==> config.mk <==
export PLATFORM = sky130hd
export DESIGN_NAME = racing_game_top
export DESIGN_NICKNAME = d
export VERILOG_FILES = /design/src/hw/racing_pkg.sv /design/src/hw/video_timing_if.sv /design/src/hw/hvsync_generator.sv /design/src/hw/car_rom_arbiter.sv /design/src/hw/sprite_renderer.sv /design/src/hw/game_state.sv /design/src/hw/pixel_mixer.sv /design/src/hw/racing_game_top.sv
export SDC_FILE = /design/constraint.sdc
export NUM_CORES = 1
export LEC_CHECK = 0
export BUFFER_PORTS_ARGS = -buffer_cell sky130_fd_sc_hd__buf_2
export CAP_MARGIN = 40
export CORE_AREA = 5 5 128 130
export CTS_CLUSTER_SIZE = 10
export DETAILED_ROUTE_END_ITERATION = 7
export DIE_AREA = 0 0 133 135
export PLACE_DENSITY = 0.66
export SLEW_MARGIN = 20
export SYNTH_ARGS = -nofsm -noshare
export SYNTH_HDL_FRONTEND = slang
export SYNTH_SLANG_ARGS = --single-unit
==> constraint.sdc <==
create_clock -name clk -period 3 [get_ports clk]
set_input_delay 0.3 -clock clk [delete_from_list [all_inputs] [get_ports clk]]
set_output_delay 0.3 -clock clk [all_outputs]
set_load 0.1 [all_outputs]
==> src/hw/racing_pkg.sv <==
package racing_pkg;

  // car bitmap geometry
  localparam int SPRITE_ROWS  = 16;
  localparam int SPRITE_WIDTH = 8;

  // raster counter, wide enough for a 309-clock line and a 262-line frame
  typedef logic [8:0] video_pos_t;

  // on-screen object coordinate
  typedef logic [7:0] coord_t;

  // player velocity, the upper nibble sets scroll rate
  typedef logic [7:0] speed_t;

  // distance travelled along the track
  typedef logic [15:0] track_pos_t;

  // one row of the car bitmap, msb is the leftmost pixel
  typedef logic [SPRITE_WIDTH-1:0] bitmap_row_t;

  // row index into the car bitmap
  typedef logic [$clog2(SPRITE_ROWS)-1:0] row_index_t;

  // sprite renderer FSM states
  typedef enum logic [2:0] {
    wait_vstart,
    wait_load,
    load_setup,
    load_fetch,
    wait_hstart,
    draw
  } sprite_state_e;

endpackage

==> src/hw/video_timing_if.sv <==
`timescale 1ns/100ps

interface video_timing_if;

  // raster position of the current pixel
  racing_pkg::video_pos_t hpos;
  racing_pkg::video_pos_t vpos;

  // high inside the 256x240 active area
  logic display_on;

  // sync levels, before output registering
  logic hsync;
  logic vsync;

  // single-cycle strobes
  logic line_start;
  logic frame_start;

  modport source (
    output hpos, vpos, display_on, hsync, vsync, line_start, frame_start
  );

  modport sink (
    input hpos, vpos, display_on, hsync, vsync, line_start, frame_start
  );

endinterface

==> src/hw/hvsync_generator.sv <==
`timescale 1ns/100ps

module hvsync_generator #(
  parameter int H_DISPLAY = 256,
  parameter int H_FRONT   = 7,
  parameter int H_SYNC    = 23,
  parameter int H_BACK    = 23,
  parameter int V_DISPLAY = 240,
  parameter int V_BOTTOM  = 14,
  parameter int V_SYNC    = 3,
  parameter int V_TOP     = 5
) (
  input  logic            clk,
  input  logic            arst_n,
  video_timing_if.source  timing
);

  localparam int H_TOTAL      = H_DISPLAY + H_FRONT + H_SYNC + H_BACK;
  localparam int V_TOTAL      = V_DISPLAY + V_BOTTOM + V_SYNC + V_TOP;
  localparam int H_SYNC_START = H_DISPLAY + H_FRONT;
  localparam int H_SYNC_END   = H_SYNC_START + H_SYNC - 1;
  localparam int V_SYNC_START = V_DISPLAY + V_BOTTOM;
  localparam int V_SYNC_END   = V_SYNC_START + V_SYNC - 1;

  racing_pkg::video_pos_t hcount;
  racing_pkg::video_pos_t vcount;
  logic                   h_last;
  logic                   v_last;

  assign h_last = (hcount == racing_pkg::video_pos_t'(H_TOTAL - 1));
  assign v_last = (vcount == racing_pkg::video_pos_t'(V_TOTAL - 1));

  always_ff @(posedge clk or negedge arst_n)
  begin
    if (!arst_n)
    begin
      hcount <= '0;
      vcount <= '0;
    end
    else if (h_last)
    begin
      hcount <= '0;
      // vertical counter only moves at the end of a line
      vcount <= v_last ? '0 : vcount + 1'b1;
    end
    else
    begin
      hcount <= hcount + 1'b1;
    end
  end

  assign timing.hpos        = hcount;
  assign timing.vpos        = vcount;
  assign timing.display_on  = (hcount < racing_pkg::video_pos_t'(H_DISPLAY)) &&
                              (vcount < racing_pkg::video_pos_t'(V_DISPLAY));
  assign timing.hsync       = (hcount >= racing_pkg::video_pos_t'(H_SYNC_START)) &&
                              (hcount <= racing_pkg::video_pos_t'(H_SYNC_END));
  assign timing.vsync       = (vcount >= racing_pkg::video_pos_t'(V_SYNC_START)) &&
                              (vcount <= racing_pkg::video_pos_t'(V_SYNC_END));
  assign timing.line_start  = (hcount == '0);
  // first clock of the vsync pulse
  assign timing.frame_start = (hcount == '0) &&
                              (vcount == racing_pkg::video_pos_t'(V_SYNC_START));

endmodule

==> src/hw/car_rom_arbiter.sv <==
`timescale 1ns/100ps

module car_rom_arbiter #(
  parameter int LOAD_START = 256,
  parameter int LOAD_SPLIT = 260
) (
  video_timing_if.sink            timing,
  output logic                    player_load,
  output logic                    enemy_load,
  input  racing_pkg::row_index_t  player_addr,
  input  racing_pkg::row_index_t  enemy_addr,
  output racing_pkg::bitmap_row_t rom_bits
);

  racing_pkg::row_index_t rom_addr;

  // player fetches first in hblank, the enemy takes the rest of the line
  assign player_load = (timing.hpos >= racing_pkg::video_pos_t'(LOAD_START)) &&
                       (timing.hpos < racing_pkg::video_pos_t'(LOAD_SPLIT));
  assign enemy_load  = (timing.hpos >= racing_pkg::video_pos_t'(LOAD_SPLIT));

  assign rom_addr = player_load ? player_addr : enemy_addr;

  // car seen from above, nose at row 0
  always_comb
  begin
    case (rom_addr)
      4'd0:    rom_bits = 8'b00001100;
      4'd1:    rom_bits = 8'b11001100;
      4'd2:    rom_bits = 8'b11111100;
      4'd3:    rom_bits = 8'b11101100;
      4'd4:    rom_bits = 8'b11100000;
      4'd5:    rom_bits = 8'b01100000;
      4'd6:    rom_bits = 8'b01110000;
      4'd7:    rom_bits = 8'b00110000;
      4'd8:    rom_bits = 8'b00110000;
      4'd9:    rom_bits = 8'b00110000;
      4'd10:   rom_bits = 8'b01101110;
      4'd11:   rom_bits = 8'b11101110;
      4'd12:   rom_bits = 8'b11111110;
      4'd13:   rom_bits = 8'b11101110;
      4'd14:   rom_bits = 8'b00001110;
      default: rom_bits = 8'b00001110;
    endcase
  end

endmodule

==> src/hw/sprite_renderer.sv <==
`timescale 1ns/100ps

module sprite_renderer (
  input  logic                    clk,
  input  logic                    arst_n,
  video_timing_if.sink            timing,
  input  racing_pkg::coord_t      x,
  input  racing_pkg::coord_t      y,
  input  logic                    load,
  output racing_pkg::row_index_t  rom_addr,
  input  racing_pkg::bitmap_row_t rom_bits,
  output logic                    gfx,
  output logic                    in_progress
);

  localparam int PX_BITS = $clog2(racing_pkg::SPRITE_WIDTH);

  typedef logic [PX_BITS-1:0] px_index_t;

  racing_pkg::sprite_state_e state;
  racing_pkg::row_index_t    row_count;
  px_index_t                 px_count;
  racing_pkg::bitmap_row_t   pix_bits;
  logic                      vstart;
  logic                      hstart;
  logic                      shifting;
  logic                      px_last;
  logic                      row_last;

  assign vstart   = (timing.vpos == racing_pkg::video_pos_t'(y));
  assign hstart   = (timing.hpos == racing_pkg::video_pos_t'(x));
  assign px_last  = (px_count == px_index_t'(racing_pkg::SPRITE_WIDTH - 1));
  assign row_last = (row_count == racing_pkg::row_index_t'(racing_pkg::SPRITE_ROWS - 1));

  // first pixel leaves in the hstart cycle itself, so x maps straight to hpos
  assign shifting = (state == racing_pkg::draw) ||
                    ((state == racing_pkg::wait_hstart) && hstart);
  assign gfx      = shifting && pix_bits[racing_pkg::SPRITE_WIDTH-1];

  assign in_progress = (state != racing_pkg::wait_vstart);

  always_ff @(posedge clk or negedge arst_n)
  begin
    if (!arst_n)
    begin
      state     <= racing_pkg::wait_vstart;
      row_count <= '0;
      px_count  <= '0;
    end
    else
    begin
      case (state)
        racing_pkg::wait_vstart:
        begin
          row_count <= '0;
          if (vstart)
            state <= racing_pkg::wait_load;
        end
        racing_pkg::wait_load:
          if (load)
            state <= racing_pkg::load_setup;
        racing_pkg::load_setup:
          state <= racing_pkg::load_fetch;
        racing_pkg::load_fetch:
          state <= racing_pkg::wait_hstart;
        racing_pkg::wait_hstart:
          if (hstart)
          begin
            px_count <= px_index_t'(1);
            state    <= racing_pkg::draw;
          end
        racing_pkg::draw:
        begin
          px_count <= px_count + 1'b1;
          if (px_last)
          begin
            row_count <= row_count + 1'b1;
            state     <= row_last ? racing_pkg::wait_vstart : racing_pkg::wait_load;
          end
        end
        default:
          state <= racing_pkg::wait_vstart;
      endcase
    end
  end

  // row address and pixel shifter
  always_ff @(posedge clk)
  begin
    if (state == racing_pkg::load_setup)
      rom_addr <= row_count;
    if (state == racing_pkg::load_fetch)
      pix_bits <= rom_bits;
    else if (shifting)
      pix_bits <= pix_bits << 1;
  end

endmodule

==> src/hw/game_state.sv <==
`timescale 1ns/100ps

module game_state #(
  parameter int PLAYER_ROW  = 180,
  parameter int ENEMY_LEFT  = 64,
  parameter int ENEMY_RIGHT = 192
) (
  input  logic                   clk,
  input  logic                   arst_n,
  video_timing_if.sink           timing,
  input  logic                   hpaddle,
  input  logic                   vpaddle,
  input  logic                   collision,
  output racing_pkg::coord_t     player_x,
  output racing_pkg::coord_t     player_y,
  output racing_pkg::coord_t     enemy_x,
  output racing_pkg::coord_t     enemy_y,
  output racing_pkg::track_pos_t track_pos
);

  racing_pkg::coord_t paddle_x;
  racing_pkg::coord_t paddle_y;
  racing_pkg::speed_t speed;
  logic               enemy_dir;
  logic               frame_collision;
  logic               enemy_hit_edge;

  // paddle timers are read as the line on which the input went low
  always_ff @(posedge clk or negedge arst_n)
  begin
    if (!arst_n)
    begin
      paddle_x <= '0;
      paddle_y <= '0;
    end
    else if (timing.line_start)
    begin
      if (!hpaddle)
        paddle_x <= timing.vpos[7:0];
      if (!vpaddle)
        paddle_y <= timing.vpos[7:0];
    end
  end

  // sticky over the whole frame, cleared when the frame update uses it
  always_ff @(posedge clk or negedge arst_n)
  begin
    if (!arst_n)
      frame_collision <= 1'b0;
    else if (timing.frame_start)
      frame_collision <= 1'b0;
    else if (collision)
      frame_collision <= 1'b1;
  end

  assign enemy_hit_edge = (enemy_x == racing_pkg::coord_t'(ENEMY_LEFT)) ||
                          (enemy_x == racing_pkg::coord_t'(ENEMY_RIGHT));

  always_ff @(posedge clk or negedge arst_n)
  begin
    if (!arst_n)
    begin
      player_x  <= '0;
      player_y  <= racing_pkg::coord_t'(PLAYER_ROW);
      enemy_x   <= 8'd128;
      enemy_y   <= 8'd128;
      enemy_dir <= 1'b0;
      track_pos <= '0;
      speed     <= 8'd31;
    end
    else if (timing.frame_start)
    begin
      player_x  <= paddle_x;
      player_y  <= racing_pkg::coord_t'(PLAYER_ROW);
      track_pos <= track_pos + {12'b0, speed[7:4]};
      // enemy drifts down the screen at the scroll rate
      enemy_y   <= enemy_y + {4'b0, speed[7:4]};
      if (enemy_hit_edge)
        enemy_dir <= ~enemy_dir;
      // dir 1 moves right; on an edge hit the step already goes the new way
      if (enemy_dir ^ enemy_hit_edge)
        enemy_x <= enemy_x + 1'b1;
      else
        enemy_x <= enemy_x - 1'b1;
      if (frame_collision)
        speed <= 8'd16;
      else if (speed < ~paddle_y)
        speed <= speed + 1'b1;
      else
        speed <= speed - 1'b1;
    end
  end

endmodule

==> src/hw/pixel_mixer.sv <==
`timescale 1ns/100ps

module pixel_mixer (
  input  logic                   clk,
  input  logic                   arst_n,
  video_timing_if.sink           timing,
  input  racing_pkg::track_pos_t track_pos,
  input  logic                   player_gfx,
  input  logic                   enemy_gfx,
  output logic                   collision,
  output logic                   hsync,
  output logic                   vsync,
  output logic [2:0]             rgb
);

  logic track_offside;
  logic track_shoulder;
  logic track_gfx;
  logic r;
  logic g;
  logic b;

  // grass on the outer columns, striped to show scrolling
  assign track_offside  = (timing.hpos[7:5] == 3'd0) || (timing.hpos[7:5] == 3'd7);
  assign track_shoulder = (timing.hpos[7:3] == 5'd3) || (timing.hpos[7:3] == 5'd28);
  assign track_gfx      = track_offside && (timing.vpos[5:1] != track_pos[5:1]);

  // player touching the enemy or running off the road
  assign collision = player_gfx && (enemy_gfx || track_gfx);

  assign r = timing.display_on && (player_gfx || enemy_gfx || track_shoulder);
  assign g = timing.display_on && (player_gfx || track_gfx);
  assign b = timing.display_on && (enemy_gfx || track_shoulder);

  // sync delayed with the colour so both leave aligned
  always_ff @(posedge clk or negedge arst_n)
  begin
    if (!arst_n)
    begin
      hsync <= 1'b0;
      vsync <= 1'b0;
      rgb   <= '0;
    end
    else
    begin
      hsync <= timing.hsync;
      vsync <= timing.vsync;
      rgb   <= {b, g, r};
    end
  end

endmodule

==> src/hw/racing_game_top.sv <==
`timescale 1ns/100ps

module racing_game_top #(
  parameter int H_DISPLAY   = 256,
  parameter int H_FRONT     = 7,
  parameter int H_SYNC      = 23,
  parameter int H_BACK      = 23,
  parameter int V_DISPLAY   = 240,
  parameter int V_BOTTOM    = 14,
  parameter int V_SYNC      = 3,
  parameter int V_TOP       = 5,
  parameter int PLAYER_ROW  = 180,
  parameter int ENEMY_LEFT  = 64,
  parameter int ENEMY_RIGHT = 192,
  parameter int LOAD_START  = 256,
  parameter int LOAD_SPLIT  = 260
) (
  input  logic       clk,
  input  logic       arst_n,
  input  logic       hpaddle,
  input  logic       vpaddle,
  output logic       hsync,
  output logic       vsync,
  output logic [2:0] rgb
);

  video_timing_if timing ();

  // shared ROM link
  logic                    player_load;
  logic                    enemy_load;
  racing_pkg::row_index_t  player_addr;
  racing_pkg::row_index_t  enemy_addr;
  racing_pkg::bitmap_row_t rom_bits;

  // object positions
  racing_pkg::coord_t      player_x;
  racing_pkg::coord_t      player_y;
  racing_pkg::coord_t      enemy_x;
  racing_pkg::coord_t      enemy_y;
  racing_pkg::track_pos_t  track_pos;

  logic                    player_gfx;
  logic                    enemy_gfx;
  logic                    collision;

  hvsync_generator #(
    .H_DISPLAY (H_DISPLAY), .H_FRONT (H_FRONT), .H_SYNC (H_SYNC), .H_BACK (H_BACK),
    .V_DISPLAY (V_DISPLAY), .V_BOTTOM (V_BOTTOM), .V_SYNC (V_SYNC), .V_TOP (V_TOP)
  ) hvsync_gen (
    .clk (clk), .arst_n (arst_n), .timing (timing.source)
  );

  car_rom_arbiter #(.LOAD_START (LOAD_START), .LOAD_SPLIT (LOAD_SPLIT)) car_rom (
    .timing (timing.sink), .player_load (player_load), .enemy_load (enemy_load),
    .player_addr (player_addr), .enemy_addr (enemy_addr), .rom_bits (rom_bits)
  );

  sprite_renderer player_renderer (
    .clk (clk), .arst_n (arst_n), .timing (timing.sink), .x (player_x), .y (player_y),
    .load (player_load), .rom_addr (player_addr), .rom_bits (rom_bits),
    .gfx (player_gfx), .in_progress ()
  );

  sprite_renderer enemy_renderer (
    .clk (clk), .arst_n (arst_n), .timing (timing.sink), .x (enemy_x), .y (enemy_y),
    .load (enemy_load), .rom_addr (enemy_addr), .rom_bits (rom_bits),
    .gfx (enemy_gfx), .in_progress ()
  );

  game_state #(
    .PLAYER_ROW (PLAYER_ROW), .ENEMY_LEFT (ENEMY_LEFT), .ENEMY_RIGHT (ENEMY_RIGHT)
  ) game (
    .clk (clk), .arst_n (arst_n), .timing (timing.sink), .hpaddle (hpaddle),
    .vpaddle (vpaddle), .collision (collision), .player_x (player_x),
    .player_y (player_y), .enemy_x (enemy_x), .enemy_y (enemy_y), .track_pos (track_pos)
  );

  pixel_mixer mixer (
    .clk (clk), .arst_n (arst_n), .timing (timing.sink), .track_pos (track_pos),
    .player_gfx (player_gfx), .enemy_gfx (enemy_gfx), .collision (collision),
    .hsync (hsync), .vsync (vsync), .rgb (rgb)
  );

endmodule

==> flow_summary.yaml <==
finish:
  fin_nets: 783
  drive_above_1_share_pct: 19.3
  final-seq-area_um2: 3150
  n_fill_cell: 1234
  multiInputGateArea_um2: 3770
  syn2layout_area_growth_pct: 19.6
  diodes: 0
  stdcell_area_um2: 8330
  fin_cells: 935
worst_setup_path:
  startpoint_type: "register"
  critPathMaxFanout: 5
  cp_slowest_cell: "or4b_1"
  crit_path_end_kind: "register"
  path_cells: "ha_1, buf_6, nand2_1, nor2_1, a2111oi_4, inv_2, ha_4, a21oi_2, o211ai_1, o41ai_2, xnor2_1, or4b_1, nand3_1"
  path_buf_inv: 2
  critPathArrivalTime_ps: 3420
  worstPathRequired_ps: 3350
  critPathTopFamily: "compound AO/OA/AOI/OAI gates"
  crit_type: "register to register"
  slowest_delay_ps: 480
global_routing:
  grt_pass1_vias: 5296
  grt_max_degree: 51
  grt_pass1_wl_um: 26000
  grt_overflow: 0
  antenna_found_initial: 0
  grtUsageTotal_pct: 18.1
run:
  cap_violations: 0
synthesis:
  synth_edf_count: 22
  yosysSeqAreaShare_pct: 45.2
  ys_ff_latch: 121
  synthDistinctLibCells: 64
  async_flop_share_pct: 81.8
  avgSynthCellArea_um2: 10.0
  synth-main-ff-cell: "dfrtp_1"
  synth_area_um2: 6960
  syn-num-nets: 745
  synthCells: 696
  yosysWarnings: 0
route:
  wl_um: 15400
  drt-pass1-iter-count: 4
  vias: 5186
  ant_nets: 0
  detail_route.iter0.violations: 257
  drc: 0
  routed_via_density: 5.55
  routedWlPerCell_um: 16.5
  wl_met3_um: 674
  wl_met2_um: 7550
  highest_layer: "met4"
  wl_met1_um: 6820
placed_design:
  numPortBuffers: 8
  dpl.hpwl_um: 10900
  place.gp.congestion: 0.877
  placed_area_um2: 7490
  dp_cells: 897
floorplan:
  die_area_um2: 18000
  die_x_um: 133
  core_area_um2: 15000
  pin_count: 9
  std_cell_rows: 45
  initial_core_util_pct: 46.3
  die_h_um: 135
power:
  report.power.total_mw: 4.04
  power_density_nw_per_um2: 485
  power.static_leakage_nw: 3.79
  ir_drop_v: 0.000390
cts:
  ctsLongestPathBuffers: 2
  cts_tree: "done"
  cts_made_buffers: 17
  ctsHtreeMaxLevel: 4
  numClockSinks: 121
  worst_skew_pair.late_latency_ps: 420
  root_buffer: "clkbuf_16"
  path_clk_slew_ps: 60
sta:
  fin_crit_sh_pct: 102
  worst_slew_pin_slew_ps: 687
  slew_headroom_pct: 54.2
  setup_viol: 1
  layout_setup_ws_ps: -64.5
  rsz0062_at_grt: "true"
  drv_slew: 0
  skew_ps: 9.51
  max_freq_mhz: 326
  hold_viol: 0
  fin_crit_ps: 3060
min_path:
  hold_class: "input port to register"
run_status:
  status: "finished, violations left"
  violations: "negative setup slack"
==> per-layer routing <==
metal	up-vias	track usage (%)
li1	2536	-
met3	34	4.88
met2	114	30.1
met5	-	0
met4	0	7.33
met1	2502	22.4
==> flip-flops by register name, summed over array words and instances, names as in the netlist, 3 cells and up <==
signal / flops
game.track_pos: 6
player_renderer.pix_bits: 7
player_renderer.px_count: 3
mixer.rgb: 3
player_renderer.row_count: 4
game.paddle_x: 8
player_renderer.state: 3
hvsync_gen.timing.hpos: 9
game.enemy_y: 8
game.enemy_x: 8
hvsync_gen.timing.vpos: 9
game.player_x: 8
player_renderer.rom_addr: 4
enemy_renderer.px_count: 3
enemy_renderer.state: 3
game.paddle_y: 8
game.speed: 8
enemy_renderer.row_count: 4
enemy_renderer.rom_addr: 4
enemy_renderer.pix_bits: 7
==> synth_stat cells, types with 19 or more instances <==
library cell / number / area share (%)
inv_1: 22 / 1.2
xor2_1: 31 / 3.9
a21oi_1: 30 / 2.2
dfrtp_1: 92 / 33
nand2_1: 100 / 5.4
mux2_2: 22 / 3.6
xnor2_1: 31 / 3.9
nor2_1: 36 / 1.9
ha_1: 41 / 7.4
clkbuf_1: 19 / 1.0
edfxtp_1: 22 / 9.5
nand3_1: 21 / 1.5
nor3_1: 19 / 1.4
o21ai_0: 52 / 3.7
==> cell families (layout without fill, tap and decap cells) <==
| kind of cell | count (synthesis) | count (layout) | synth area share (%) |
|---|---|---|---|
| AO/OA/AOI/OAI | 129 | 129 | 11.3 |
| XOR/XNOR | 62 | 62 | 7.80 |
| adder cells (fa/ha/maj) | 45 | 45 | 8.52 |
| buffers and inverters | 58 | 109 | 3.52 |
| flip-flops | 121 | 121 | 45.2 |
| multiplexers | 37 | 37 | 6.33 |
| AND/OR/NAND/NOR | 244 | 244 | 17.3 |
==> metrics by stage <==
stage               hold slack [ps]  utilization (%)  setup WS (ps)  setup TNS (ps)
CTS                             374             54.7          -49.4           -49.4
global placement                381             49.8           -166            -214
global route                    392             55.4           -263            -394
floorplan                      4.41                -           -178            -178
finish                          394             55.4          -64.5           -64.5
detailed placement              391             49.8           -265            -552
==> worst paths after layout <==
kind                       slack, ps             start                      endpoint  cells after the start
min in group asynchronous        460            arst_n               game.enemy_x[6]                      2
hold reg to reg                  470  game.paddle_x[6]              game.player_x[6]                      2
hold / removal                   390           vpaddle              game.paddle_y[0]                      3
setup reg to reg                 -60     game.speed[7]                 game.speed[7]                     13
setup / recovery                 -60     game.speed[7]                 game.speed[7]                     13
max in group asynchronous       1820            arst_n  player_renderer.row_count[1]                      3
==> repair_timing <==
item                       in CTS  in global routing
hold buffers                    1                  0
setup endpoints to repair       4                  5
pin swaps                       5                  6
resized for setup               4                 12
hold endpoints to repair       42                  0
buffers inserted                2                  3
==> cell usage in the layout (no fill, tap or decap), drive strengths merged, types with 6 or more instances in the layout <==
cell type and instances:
a21o 8, a21oi 30, and3 6, buf 51, clkbuf 19, clkinv 7, dfrtp 92, dfstp 7
edfxtp 22, ha 41, inv 25, mux2 23, mux2i 14, nand2 101, nand2b 6, nand3 21
nand4 11, nor2 36, nor2b 8, nor3 19, nor4 6, o21ai 52, or3 7, xnor2 31
xor2 31
==> layout make-up <==
| cell class | count | share of cell area [%] |
|---|---|---|
| tap | 188 | 2.82 |
| timing repair buffer | 52 | 4.79 |
| sequential | 121 | 37.8 |
| clock buffer | 19 | 5.71 |
| multi-input combinational | 517 | 45.2 |
| clock inverter | 13 | 2.52 |
| inverter | 25 | 1.13 |
==> tightest hold or removal path: stages <==
cell,delay (ps)
buf_2,80
nor2_1,140
mux2_2,260
==> power by group <==
part	switching (mW)	internal, mW	leakage [nW]
Sequential	0	1.67	1.47
Combinational	0.0268	0.00529	1.98
Clock	0.760	1.58	0.335
Total	0.787	3.25	3.79
Power figures use the tool's default switching activity.
